===== src/rtl/cache_pkg.sv =====
package cache_pkg;

    // cache geometry
    localparam int SETS       = 16;
    localparam int WAYS       = 2;
    localparam int LINE_WORDS = 8;

    // device byte address
    // bit 0 picks the byte, 0 is the low byte
    localparam int ADDR_W = 17;

    // address fields
    // word-in-line 3:1, set index 7:4, tag 16:8
    localparam int WORD_W    = 3;
    localparam int WORD_LSB  = 1;
    localparam int INDEX_W   = 4;
    localparam int INDEX_LSB = WORD_LSB + WORD_W;
    localparam int TAG_W     = ADDR_W - INDEX_LSB - INDEX_W;
    localparam int TAG_LSB   = INDEX_LSB + INDEX_W;

    // way ram address is {index, word}
    localparam int RAM_AW = INDEX_W + WORD_W;

    // sdram word address is {zeros, tag, index, word}
    localparam int SDRAM_AW  = 24;
    localparam int SDRAM_PAD = SDRAM_AW - TAG_W - INDEX_W - WORD_W;

    localparam logic [WORD_W-1:0] LAST_WORD = WORD_W'(LINE_WORDS - 1);

    typedef logic [TAG_W-1:0]   tag_t;
    typedef logic [INDEX_W-1:0] index_t;

    typedef enum logic [3:0] {
        IDLE,
        LOOKUP,
        HIT_READ,
        HIT_WRITE,
        EVICT_WAIT,
        WRITE_BACK,
        FILL_REQ,
        FILL,
        MERGE
    } ca_state_t;

endpackage


===== src/rtl/cache_ram_if.sv =====
`timescale 1ns/1ps

// one address and write port shared by both ways, one read port per way
interface cache_ram_if;

    logic [cache_pkg::RAM_AW-1:0] address;
    logic [15:0]                  data_write;
    logic [1:0]                   byte_en;
    logic                         wr_en_w0;
    logic                         wr_en_w1;
    logic [15:0]                  q0;
    logic [15:0]                  q1;

    modport ctrl (
        output address,
        output data_write,
        output byte_en,
        output wr_en_w0,
        output wr_en_w1,
        input  q0,
        input  q1
    );

    modport ram (
        input  address,
        input  data_write,
        input  byte_en,
        input  wr_en_w0,
        input  wr_en_w1,
        output q0,
        output q1
    );

endinterface


===== src/rtl/tag_if.sv =====
`timescale 1ns/1ps

interface tag_if;

    cache_pkg::index_t lookup_index;
    cache_pkg::tag_t   lookup_tag;

    // metadata write, applied to lookup_index
    logic              upd_en;
    logic              upd_way;
    logic              upd_valid;
    logic              upd_dirty;
    cache_pkg::tag_t   upd_tag;
    logic              touch_en;
    logic              touch_way;

    // combinational lookup results
    logic              hit_w0;
    logic              hit_w1;
    logic              victim_way;
    logic              victim_dirty;
    cache_pkg::tag_t   victim_tag;

    modport ctrl (
        output lookup_index, lookup_tag,
        output upd_en, upd_way, upd_valid, upd_dirty, upd_tag,
        output touch_en, touch_way,
        input  hit_w0, hit_w1, victim_way, victim_dirty, victim_tag
    );

    modport store (
        input  lookup_index, lookup_tag,
        input  upd_en, upd_way, upd_valid, upd_dirty, upd_tag,
        input  touch_en, touch_way,
        output hit_w0, hit_w1, victim_way, victim_dirty, victim_tag
    );

endinterface


===== src/rtl/way_ram.sv =====
`timescale 1ns/1ps

module way_ram #(
    parameter int WAY = 0
) (
    input  logic sys_clk,
    cache_ram_if.ram ram,
    input  logic way_sel
);

    logic [15:0] mem [2**cache_pkg::RAM_AW];
    logic [15:0] q;
    logic        wr_en;

    assign wr_en = way_sel ? ram.wr_en_w1 : ram.wr_en_w0;

    // byte-masked write, registered read of the old contents
    always_ff @(posedge sys_clk) begin
        if (wr_en) begin
            if (ram.byte_en[0]) begin
                mem[ram.address][7:0] <= ram.data_write[7:0];
            end
            if (ram.byte_en[1]) begin
                mem[ram.address][15:8] <= ram.data_write[15:8];
            end
        end
        q <= mem[ram.address];
    end

    // each instance owns one read bus
    if (WAY == 0) begin : g_q0
        assign ram.q0 = q;
    end else begin : g_q1
        assign ram.q1 = q;
    end

endmodule


===== src/rtl/tag_store.sv =====
`timescale 1ns/1ps

module tag_store (
    input  logic sys_clk,
    input  logic reset_n,
    tag_if.store tags
);

    cache_pkg::tag_t            tag_mem [cache_pkg::WAYS][cache_pkg::SETS];
    logic [cache_pkg::SETS-1:0] valid_q [cache_pkg::WAYS];
    logic [cache_pkg::SETS-1:0] dirty_q [cache_pkg::WAYS];
    // most recently used way per set
    logic [cache_pkg::SETS-1:0] lru_q;

    logic valid0;
    logic valid1;
    logic dirty0;
    logic dirty1;
    logic victim;

    assign valid0 = valid_q[0][tags.lookup_index];
    assign valid1 = valid_q[1][tags.lookup_index];
    assign dirty0 = dirty_q[0][tags.lookup_index];
    assign dirty1 = dirty_q[1][tags.lookup_index];

    assign tags.hit_w0 = valid0 && (tag_mem[0][tags.lookup_index] == tags.lookup_tag);
    assign tags.hit_w1 = valid1 && (tag_mem[1][tags.lookup_index] == tags.lookup_tag);

    // empty way first, then the clean one, then the least recent
    always_comb begin
        if (!valid0) begin
            victim = 1'b0;
        end else if (!valid1) begin
            victim = 1'b1;
        end else if (dirty0 != dirty1) begin
            victim = dirty0;
        end else begin
            victim = !lru_q[tags.lookup_index];
        end
    end

    assign tags.victim_way   = victim;
    assign tags.victim_dirty = victim ? (valid1 && dirty1) : (valid0 && dirty0);
    assign tags.victim_tag   = tag_mem[victim][tags.lookup_index];

    always_ff @(posedge sys_clk or negedge reset_n) begin
        if (!reset_n) begin
            for (int w = 0; w < cache_pkg::WAYS; w++) begin
                valid_q[w] <= '0;
                dirty_q[w] <= '0;
            end
            lru_q <= '0;
        end else begin
            if (tags.upd_en) begin
                valid_q[tags.upd_way][tags.lookup_index] <= tags.upd_valid;
                dirty_q[tags.upd_way][tags.lookup_index] <= tags.upd_dirty;
            end
            if (tags.touch_en) begin
                lru_q[tags.lookup_index] <= tags.touch_way;
            end
        end
    end

    always_ff @(posedge sys_clk) begin
        if (tags.upd_en) begin
            tag_mem[tags.upd_way][tags.lookup_index] <= tags.upd_tag;
        end
    end

endmodule


===== src/rtl/cache_ctrl.sv =====
`timescale 1ns/1ps

module cache_ctrl (
    input  logic                             sys_clk,
    input  logic                             reset_n,
    input  logic [cache_pkg::ADDR_W-1:0]     address,
    input  logic [7:0]                       data_write,
    input  logic                             read_req,
    input  logic                             write_req,
    output logic [7:0]                       data_read,
    output logic                             read_ack,
    output logic                             write_ack,
    output logic [cache_pkg::SDRAM_AW-1:0]   sdram_address,
    output logic [15:0]                      sdram_data_write,
    output logic                             sdram_read_req,
    output logic                             sdram_write_req,
    input  logic [15:0]                      sdram_data_read,
    input  logic                             sdram_read_ack,
    input  logic                             sdram_write_ack,
    tag_if.ctrl                              tags,
    cache_ram_if.ctrl                        ram
);

    cache_pkg::ca_state_t           state;
    logic [cache_pkg::ADDR_W-1:0]   req_addr;
    logic [7:0]                     req_byte;
    logic                           is_write;
    logic                           way_q;
    logic                           step;
    logic [cache_pkg::WORD_W-1:0]   cnt;
    logic                           wr_q;
    logic [cache_pkg::RAM_AW-1:0]   ram_addr_q;
    logic [15:0]                    ram_data_q;
    logic [1:0]                     ram_be_q;

    cache_pkg::index_t              req_index;
    cache_pkg::tag_t                req_tag;
    logic [cache_pkg::WORD_W-1:0]   req_word;
    logic [cache_pkg::WORD_W-1:0]   wb_next;
    logic [15:0]                    way_q_data;
    logic                           hit;
    logic                           fill_last;

    function automatic logic [7:0] pick_byte(input logic [15:0] word, input logic high);
        return high ? word[15:8] : word[7:0];
    endfunction

    assign req_index  = req_addr[cache_pkg::INDEX_LSB +: cache_pkg::INDEX_W];
    assign req_tag    = req_addr[cache_pkg::TAG_LSB +: cache_pkg::TAG_W];
    assign req_word   = req_addr[cache_pkg::WORD_LSB +: cache_pkg::WORD_W];
    assign way_q_data = way_q ? ram.q1 : ram.q0;
    assign hit        = tags.hit_w0 | tags.hit_w1;
    assign fill_last  = (state == cache_pkg::FILL) && (cnt == cache_pkg::LAST_WORD);

    // write-back keeps the ram one word ahead of the word on the sdram bus
    assign wb_next = cnt + cache_pkg::WORD_W'(1) + cache_pkg::WORD_W'(sdram_write_ack);

    assign ram.address    = (state == cache_pkg::WRITE_BACK) ? {req_index, wb_next} : ram_addr_q;
    assign ram.data_write = ram_data_q;
    assign ram.byte_en    = ram_be_q;
    assign ram.wr_en_w0   = wr_q & ~way_q;
    assign ram.wr_en_w1   = wr_q & way_q;

    assign tags.lookup_index = req_index;
    assign tags.lookup_tag   = req_tag;
    assign tags.upd_en       = fill_last || (state == cache_pkg::HIT_WRITE)
                               || (state == cache_pkg::MERGE);
    assign tags.upd_way      = way_q;
    assign tags.upd_valid    = 1'b1;
    // a fresh fill is clean, a byte write makes it dirty
    assign tags.upd_dirty    = (state != cache_pkg::FILL);
    assign tags.upd_tag      = req_tag;
    assign tags.touch_en     = tags.upd_en || ((state == cache_pkg::HIT_READ) && step);
    assign tags.touch_way    = way_q;

    always_ff @(posedge sys_clk or negedge reset_n) begin
        if (!reset_n) begin
            state           <= cache_pkg::IDLE;
            read_ack        <= 1'b0;
            write_ack       <= 1'b0;
            sdram_read_req  <= 1'b0;
            sdram_write_req <= 1'b0;
            wr_q            <= 1'b0;
            is_write        <= 1'b0;
            way_q           <= 1'b0;
            step            <= 1'b0;
            cnt             <= '0;
        end else begin
            read_ack  <= 1'b0;
            write_ack <= 1'b0;
            wr_q      <= 1'b0;
            case (state)
                cache_pkg::IDLE: begin
                    // the request is still up in the cycle of its ack
                    if ((read_req || write_req) && !read_ack && !write_ack) begin
                        is_write <= write_req;
                        state    <= cache_pkg::LOOKUP;
                    end
                end
                cache_pkg::LOOKUP: begin
                    step <= 1'b0;
                    if (hit) begin
                        way_q <= tags.hit_w1;
                        state <= is_write ? cache_pkg::HIT_WRITE : cache_pkg::HIT_READ;
                    end else begin
                        way_q <= tags.victim_way;
                        state <= tags.victim_dirty ? cache_pkg::EVICT_WAIT
                                                   : cache_pkg::FILL_REQ;
                    end
                end
                cache_pkg::HIT_READ: begin
                    // one cycle for the ram address, one for its data
                    step <= 1'b1;
                    if (step) begin
                        read_ack <= 1'b1;
                        state    <= cache_pkg::IDLE;
                    end
                end
                cache_pkg::HIT_WRITE, cache_pkg::MERGE: begin
                    wr_q      <= 1'b1;
                    write_ack <= 1'b1;
                    state     <= cache_pkg::IDLE;
                end
                cache_pkg::EVICT_WAIT: begin
                    sdram_write_req <= 1'b1;
                    cnt             <= '0;
                    state           <= cache_pkg::WRITE_BACK;
                end
                cache_pkg::WRITE_BACK: begin
                    if (sdram_write_ack) begin
                        cnt <= cnt + 1'b1;
                        if (cnt == cache_pkg::LAST_WORD) begin
                            sdram_write_req <= 1'b0;
                            state           <= cache_pkg::FILL_REQ;
                        end
                    end
                end
                cache_pkg::FILL_REQ: begin
                    if (sdram_read_ack) begin
                        sdram_read_req <= 1'b0;
                        cnt            <= '0;
                        state          <= cache_pkg::FILL;
                    end else begin
                        sdram_read_req <= 1'b1;
                    end
                end
                cache_pkg::FILL: begin
                    wr_q <= 1'b1;
                    cnt  <= cnt + 1'b1;
                    if (!is_write && (cnt == req_word)) begin
                        read_ack <= 1'b1;
                    end
                    if (cnt == cache_pkg::LAST_WORD) begin
                        state <= is_write ? cache_pkg::MERGE : cache_pkg::IDLE;
                    end
                end
                default: begin
                    state <= cache_pkg::IDLE;
                end
            endcase
        end
    end

    always_ff @(posedge sys_clk) begin
        case (state)
            cache_pkg::IDLE: begin
                req_addr   <= address;
                req_byte   <= data_write;
                // word 0 of the set, ready for a write-back
                ram_addr_q <= {address[cache_pkg::INDEX_LSB +: cache_pkg::INDEX_W],
                               cache_pkg::WORD_W'(0)};
            end
            cache_pkg::LOOKUP: begin
                ram_addr_q <= hit ? {req_index, req_word}
                                  : {req_index, cache_pkg::WORD_W'(1)};
            end
            cache_pkg::HIT_READ: begin
                if (step) begin
                    data_read <= pick_byte(way_q_data, req_addr[0]);
                end
            end
            cache_pkg::HIT_WRITE, cache_pkg::MERGE: begin
                ram_addr_q <= {req_index, req_word};
                ram_data_q <= {req_byte, req_byte};
                ram_be_q   <= req_addr[0] ? 2'b10 : 2'b01;
            end
            cache_pkg::EVICT_WAIT: begin
                sdram_address    <= {cache_pkg::SDRAM_PAD'(0), tags.victim_tag, req_index,
                                     cache_pkg::WORD_W'(0)};
                sdram_data_write <= way_q_data;
            end
            cache_pkg::WRITE_BACK: begin
                if (sdram_write_ack) begin
                    sdram_address    <= sdram_address + 1'b1;
                    sdram_data_write <= way_q_data;
                end
            end
            cache_pkg::FILL_REQ: begin
                sdram_address <= {cache_pkg::SDRAM_PAD'(0), req_tag, req_index,
                                  cache_pkg::WORD_W'(0)};
            end
            cache_pkg::FILL: begin
                ram_addr_q <= {req_index, cnt};
                ram_data_q <= sdram_data_read;
                ram_be_q   <= 2'b11;
                if (cnt == req_word) begin
                    data_read <= pick_byte(sdram_data_read, req_addr[0]);
                end
            end
            default: begin
            end
        endcase
    end

endmodule


===== src/rtl/cache_top.sv =====
`timescale 1ns/1ps

module cache_top (
    input  logic                             sys_clk,
    input  logic                             reset_n,
    input  logic [cache_pkg::ADDR_W-1:0]     address,
    input  logic [7:0]                       data_write,
    input  logic                             read_req,
    input  logic                             write_req,
    output logic [7:0]                       data_read,
    output logic                             read_ack,
    output logic                             write_ack,
    output logic [cache_pkg::SDRAM_AW-1:0]   sdram_address,
    output logic [15:0]                      sdram_data_write,
    output logic                             sdram_read_req,
    output logic                             sdram_write_req,
    input  logic [15:0]                      sdram_data_read,
    input  logic                             sdram_read_ack,
    input  logic                             sdram_write_ack
);

    cache_ram_if ram_bus ();
    tag_if       tag_bus ();

    cache_ctrl u_ctrl (
        .sys_clk          (sys_clk),
        .reset_n          (reset_n),
        .address          (address),
        .data_write       (data_write),
        .read_req         (read_req),
        .write_req        (write_req),
        .data_read        (data_read),
        .read_ack         (read_ack),
        .write_ack        (write_ack),
        .sdram_address    (sdram_address),
        .sdram_data_write (sdram_data_write),
        .sdram_read_req   (sdram_read_req),
        .sdram_write_req  (sdram_write_req),
        .sdram_data_read  (sdram_data_read),
        .sdram_read_ack   (sdram_read_ack),
        .sdram_write_ack  (sdram_write_ack),
        .tags             (tag_bus.ctrl),
        .ram              (ram_bus.ctrl)
    );

    tag_store u_tags (
        .sys_clk (sys_clk),
        .reset_n (reset_n),
        .tags    (tag_bus.store)
    );

    way_ram #(.WAY(0)) u_way0 (
        .sys_clk (sys_clk),
        .ram     (ram_bus.ram),
        .way_sel (1'b0)
    );

    way_ram #(.WAY(1)) u_way1 (
        .sys_clk (sys_clk),
        .ram     (ram_bus.ram),
        .way_sel (1'b1)
    );

endmodule


===== config.mk =====
export PLATFORM = sky130hd
export DESIGN_NAME = cache_top
export DESIGN_NICKNAME = d
export VERILOG_FILES = /design/src/rtl/cache_pkg.sv /design/src/rtl/cache_ram_if.sv /design/src/rtl/tag_if.sv /design/src/rtl/way_ram.sv /design/src/rtl/tag_store.sv /design/src/rtl/cache_ctrl.sv /design/src/rtl/cache_top.sv
export SDC_FILE = /design/constraint.sdc
export NUM_CORES = 2
export LEC_CHECK = 0
export BUFFER_PORTS_ARGS = -buffer_cell sky130_fd_sc_hd__buf_2
export CELL_PAD_IN_SITES_DETAIL_PLACEMENT = 0
export CELL_PAD_IN_SITES_GLOBAL_PLACEMENT = 1
export CORE_ASPECT_RATIO = 1.25
export CORE_UTILIZATION = 55
export DETAILED_ROUTE_END_ITERATION = 16
export PLACE_DENSITY_LB_ADDON = 0.25
export SLEW_MARGIN = 20
export SYNTH_ARGS = -nofsm -noshare
export SYNTH_HDL_FRONTEND = slang
export SYNTH_MEMORY_MAX_BITS = 65536
export SYNTH_SLANG_ARGS = --single-unit

===== constraint.sdc =====
create_clock -name sys_clk -period 7.1 [get_ports sys_clk]
set_input_delay 1.42 -clock sys_clk [delete_from_list [all_inputs] [get_ports sys_clk]]
set_output_delay 1.42 -clock sys_clk [all_outputs]
set_load 0.05 [all_outputs]

==> run_results.csv <==
group,metric,value,unit
power,ir_worst_vdd,0.561,mV
timing,slew_headroom,16.9,%
timing,setup_viol,0,
clock_network,htree_levels,5,
placement,gp_congestion,0.902,
synth,synth_seq_cells,4609,
synth,synth.net_count,9019,
placement,numPortBuffers,98,
setup_path,crit_chain,"nand4bb_2 > buf_4 > mux2i_4 > nor2_1 > nand2_2 > buf_4 > a31oi_1 > or4_1 > nor3_1 > o2111ai_1",
timing,tightest_slew,1250,ps
clock_network,clock-sinks,4609,
clock_network,cts_buffer_depth,4,
die,io_pins,99,
clock_network,ctsHoldBuffers,0,
detailed_routing,drt_wl_total,472000,um
detailed_routing,drt_iter0_markers,17200,
setup_path,critical-path-slowest-cell,"dfrtp_1",
power,p_per_area,425,nW/um^2
power,p_clk_share,28.0,%
setup_path,start_kind,"flop",
synth,synth-edff-count,4482,
power,power.share.switching,35.0,%
synth,yosys.cell_types.count,67,
detailed_routing,wl_per_cell,35.0,um
clock_network,path_clk_slew,70,ps
die,die-area,308000,sq um
clock_network,root_buffer,"clkbuf_16",
detailed_routing,firstDrtPassIters,16,
die,dieWidth,497,um
global_route,antenna_found_initial,24,
global_route,grt_pass1_vias,93400,
synth,async_flop_share,2.06,%
power,p_sw,0.0280,W
timing,final_max_slew_viol_count,0,
clock_network,clock_latency,960,ps
global_route,grt_max_degree,209,
hold_path,holdCritPathClass,"input pin to async pin",
synth,netlist_area,168000,sq um
layout,syn2layout_area_growth,11.8,%
clock_network,cts_made_buffers,421,
detailed_routing,route.detailed.drc,0,
synth,synthFlopType,"edfxtp_1",
outcome,status,"complete, no violations",
power,seq_power_share,41.2,%
global_route,overflow,0,
setup_path,end_kind,"flop",
setup_path,crit_type,"flop to flop",
synth,syn-instance-count,8967,
synth,seq_area_frac_synth,81.7,%
layout,final_common_cell,"edfxtp_1",
synth,ys.warnings.count,0,
setup_path,crit_path_max_incr_delay,820,ps
setup_path,cp_data_required_time,7840,ps
die,coreArea,304000,sq um
layout,drive_above_1_share,14.1,%
power,pwr-share-comb,30.9,%
die,initial_core_util,55.4,%
layout,layout_common_cells,"4482 x edfxtp_1, 1021 x a222oi_1, 607 x nor2_1",
timing,tns,0,ps
global_route,grt_first_pass_wirelength,673000,um
layout,fin_nets,9211,
setup_path,cp_max_fo,24,
setup_path,cp_common_cell,"buf_4",
setup_path,critPathBufInv,2,
layout,fin_util,62.0,%
clock_network,cts_resized,0,
die,die_h,621,um
timing,rsz0062_at_grt,"no",
global_route,grt_usage,30.2,%
timing,fmax,171,MHz
setup_path,crit_arrival,6580,ps
timing,fin_crit,5840,ps
clock_network,cts_setup_buffers,0,
detailed_routing,via_per_inst,7.05,
placement,hpwlAfterDp,281000,um
detailed_routing,via_count,95200,
die,rows,226,
power,leakagePower,57.4,nW
job,maxCapViolations,0,
timing,finClkSkew,71.7,ps
clock_network,cts_tree,"done",
timing,hold_viol,0,
timing,post-route-period-util,82.2,%
setup_path,critPathTopFamily,"simple AND/OR/NAND/NOR gates",
power,p_int,0.0521,W
synth,syn_area_per_cell,18.8,sq um
detailed_routing,ant_nets,0,
state kept, by name, summed over array words and instances, names as in the netlist, 7 cells and up:
name,flops
u_way0.mem,2048
u_way1.mem,2048
u_tags.tag_mem,288
u_tags.dirty_q,32
u_tags.valid_q,32
u_ctrl.sdram_address,24
u_ctrl.req_addr,17
u_ctrl.ram.data_write,16
u_ctrl.sdram_data_write,16
u_tags.lru_q,16
u_way0.ram.q0,16
u_way1.ram.q1,16
u_ctrl.data_read,8
u_ctrl.req_byte,8
u_ctrl.ram_addr_q,7
cell usage after synthesis, types with 8 or more instances:
library cell / count / share of area [%]
nand2_1: 181 / 0.40
buf_6: 11 / 0.074
buf_1: 106 / 0.24
dfxtp_1: 32 / 0.38
o21ai_0: 15 / 0.045
nor2_1: 612 / 1.4
mux2_2: 73 / 0.49
nor4_1: 26 / 0.097
or2_2: 33 / 0.12
a22oi_1: 519 / 2.3
a222oi_1: 1021 / 6.1
edfxtp_1: 4482 / 80
nand3_1: 142 / 0.42
o2111ai_1: 10 / 0.052
or4_1: 13 / 0.058
or3_1: 12 / 0.045
nor3_1: 47 / 0.14
clkbuf_1: 400 / 0.89
inv_1: 11 / 0.025
mux4_2: 118 / 1.6
buf_2: 159 / 0.47
xnor2_1: 29 / 0.15
and3_1: 33 / 0.12
nand2b_1: 9 / 0.033
nand4_1: 325 / 1.2
buf_4: 8 / 0.036
a31oi_1: 215 / 0.80
dfrtp_1: 95 / 1.4
xor2_1: 15 / 0.078
a21oi_1: 100 / 0.30
worst register-to-register path, delay by kind of cell (launching register included):
| family | cells | cell delay, ps |
|---|---|---|
| AND/OR/NAND/NOR | 5 | 2960 |
| buffers and inverters | 2 | 900 |
| flip-flops | 1 | 820 |
| multiplexers | 1 | 540 |
| AO/OA/AOI/OAI | 2 | 420 |
area by class of cell:
type,count,area (sq um)
Antenna cell,16,40.0
Clock buffer,519,11100
Clock inverter,239,2360
Fill cell,21200,115000
Inverter,11,41.3
Multi-Input combinational cell,3663,28200
Sequential cell,4609,138000
Tap cell,3990,4990
Timing Repair Buffer,453,3960
final timing paths:
kind / slack, ps / cells past startpoint / from / endpoint
hold reg to reg: 460 / 1 / u_tags.valid_q[31] / u_tags.valid_q[31]
max in group asynchronous: 5330 / 2 / reset_n / u_tags.dirty_q[26]
hold / removal: 420 / 1 / reset_n / u_ctrl.cnt[2]
min in group sys_clk: 460 / 1 / u_tags.valid_q[31] / u_tags.valid_q[31]
setup reg to reg: 1260 / 10 / u_ctrl.state[0] / u_way0.ram.q0[12]
setup / recovery: 1260 / 10 / u_ctrl.state[0] / u_way0.ram.q0[12]
per-stage QoR:
stage | total power (W) | cells | setup slack [ps] | area [sq um] | hold WS, ps
floorplan | 0.0472 | 8967 | 2460 | 168000 | 434
global placement | 0.0576 | 12700 | 1260 | 175000 | 446
detailed placement | 0.0579 | 12700 | 1220 | 175000 | 448
CTS | 0.0799 | 13500 | 1490 | 188000 | 387
global route | 0.0821 | 13500 | 1370 | 188000 | 441
finish | 0.0801 | 13500 | 1260 | 188000 | 421
routing by layer:
layer	global-route usage, %	part of all wire, %	vias to the layer above
li1	-	-	39000
met1	39.2	36	49000
met2	50.2	50	6225
met3	4.99	9.9	964
met4	13.5	4.8	6
met5	0	0.0085	-
power by group through the flow:
stage / clock (W) / combinational, W / sequential, W
2_1_floorplan: 0 / 0.0122 / 0.0350
3_3_place_gp: 0 / 0.0241 / 0.0335
3_5_place_dp: 0 / 0.0244 / 0.0335
4_1_cts: 0.0225 / 0.0245 / 0.0329
5_1_grt: 0.0235 / 0.0257 / 0.0330
6_report: 0.0224 / 0.0247 / 0.0330
kinds of logic (layout without fill, tap and decap cells):
family,after synthesis,in the layout,synth area share (%)
fa+ha+maj,6,6,0.0431
compound gates,1943,1943,9.89
flops,4609,4609,81.7
simple gates,1459,1459,4.16
other cells,0,16,0
xor+xnor,44,44,0.229
buf+inv,695,1222,1.73
mux,211,211,2.22
Power figures use the tool's default switching activity.
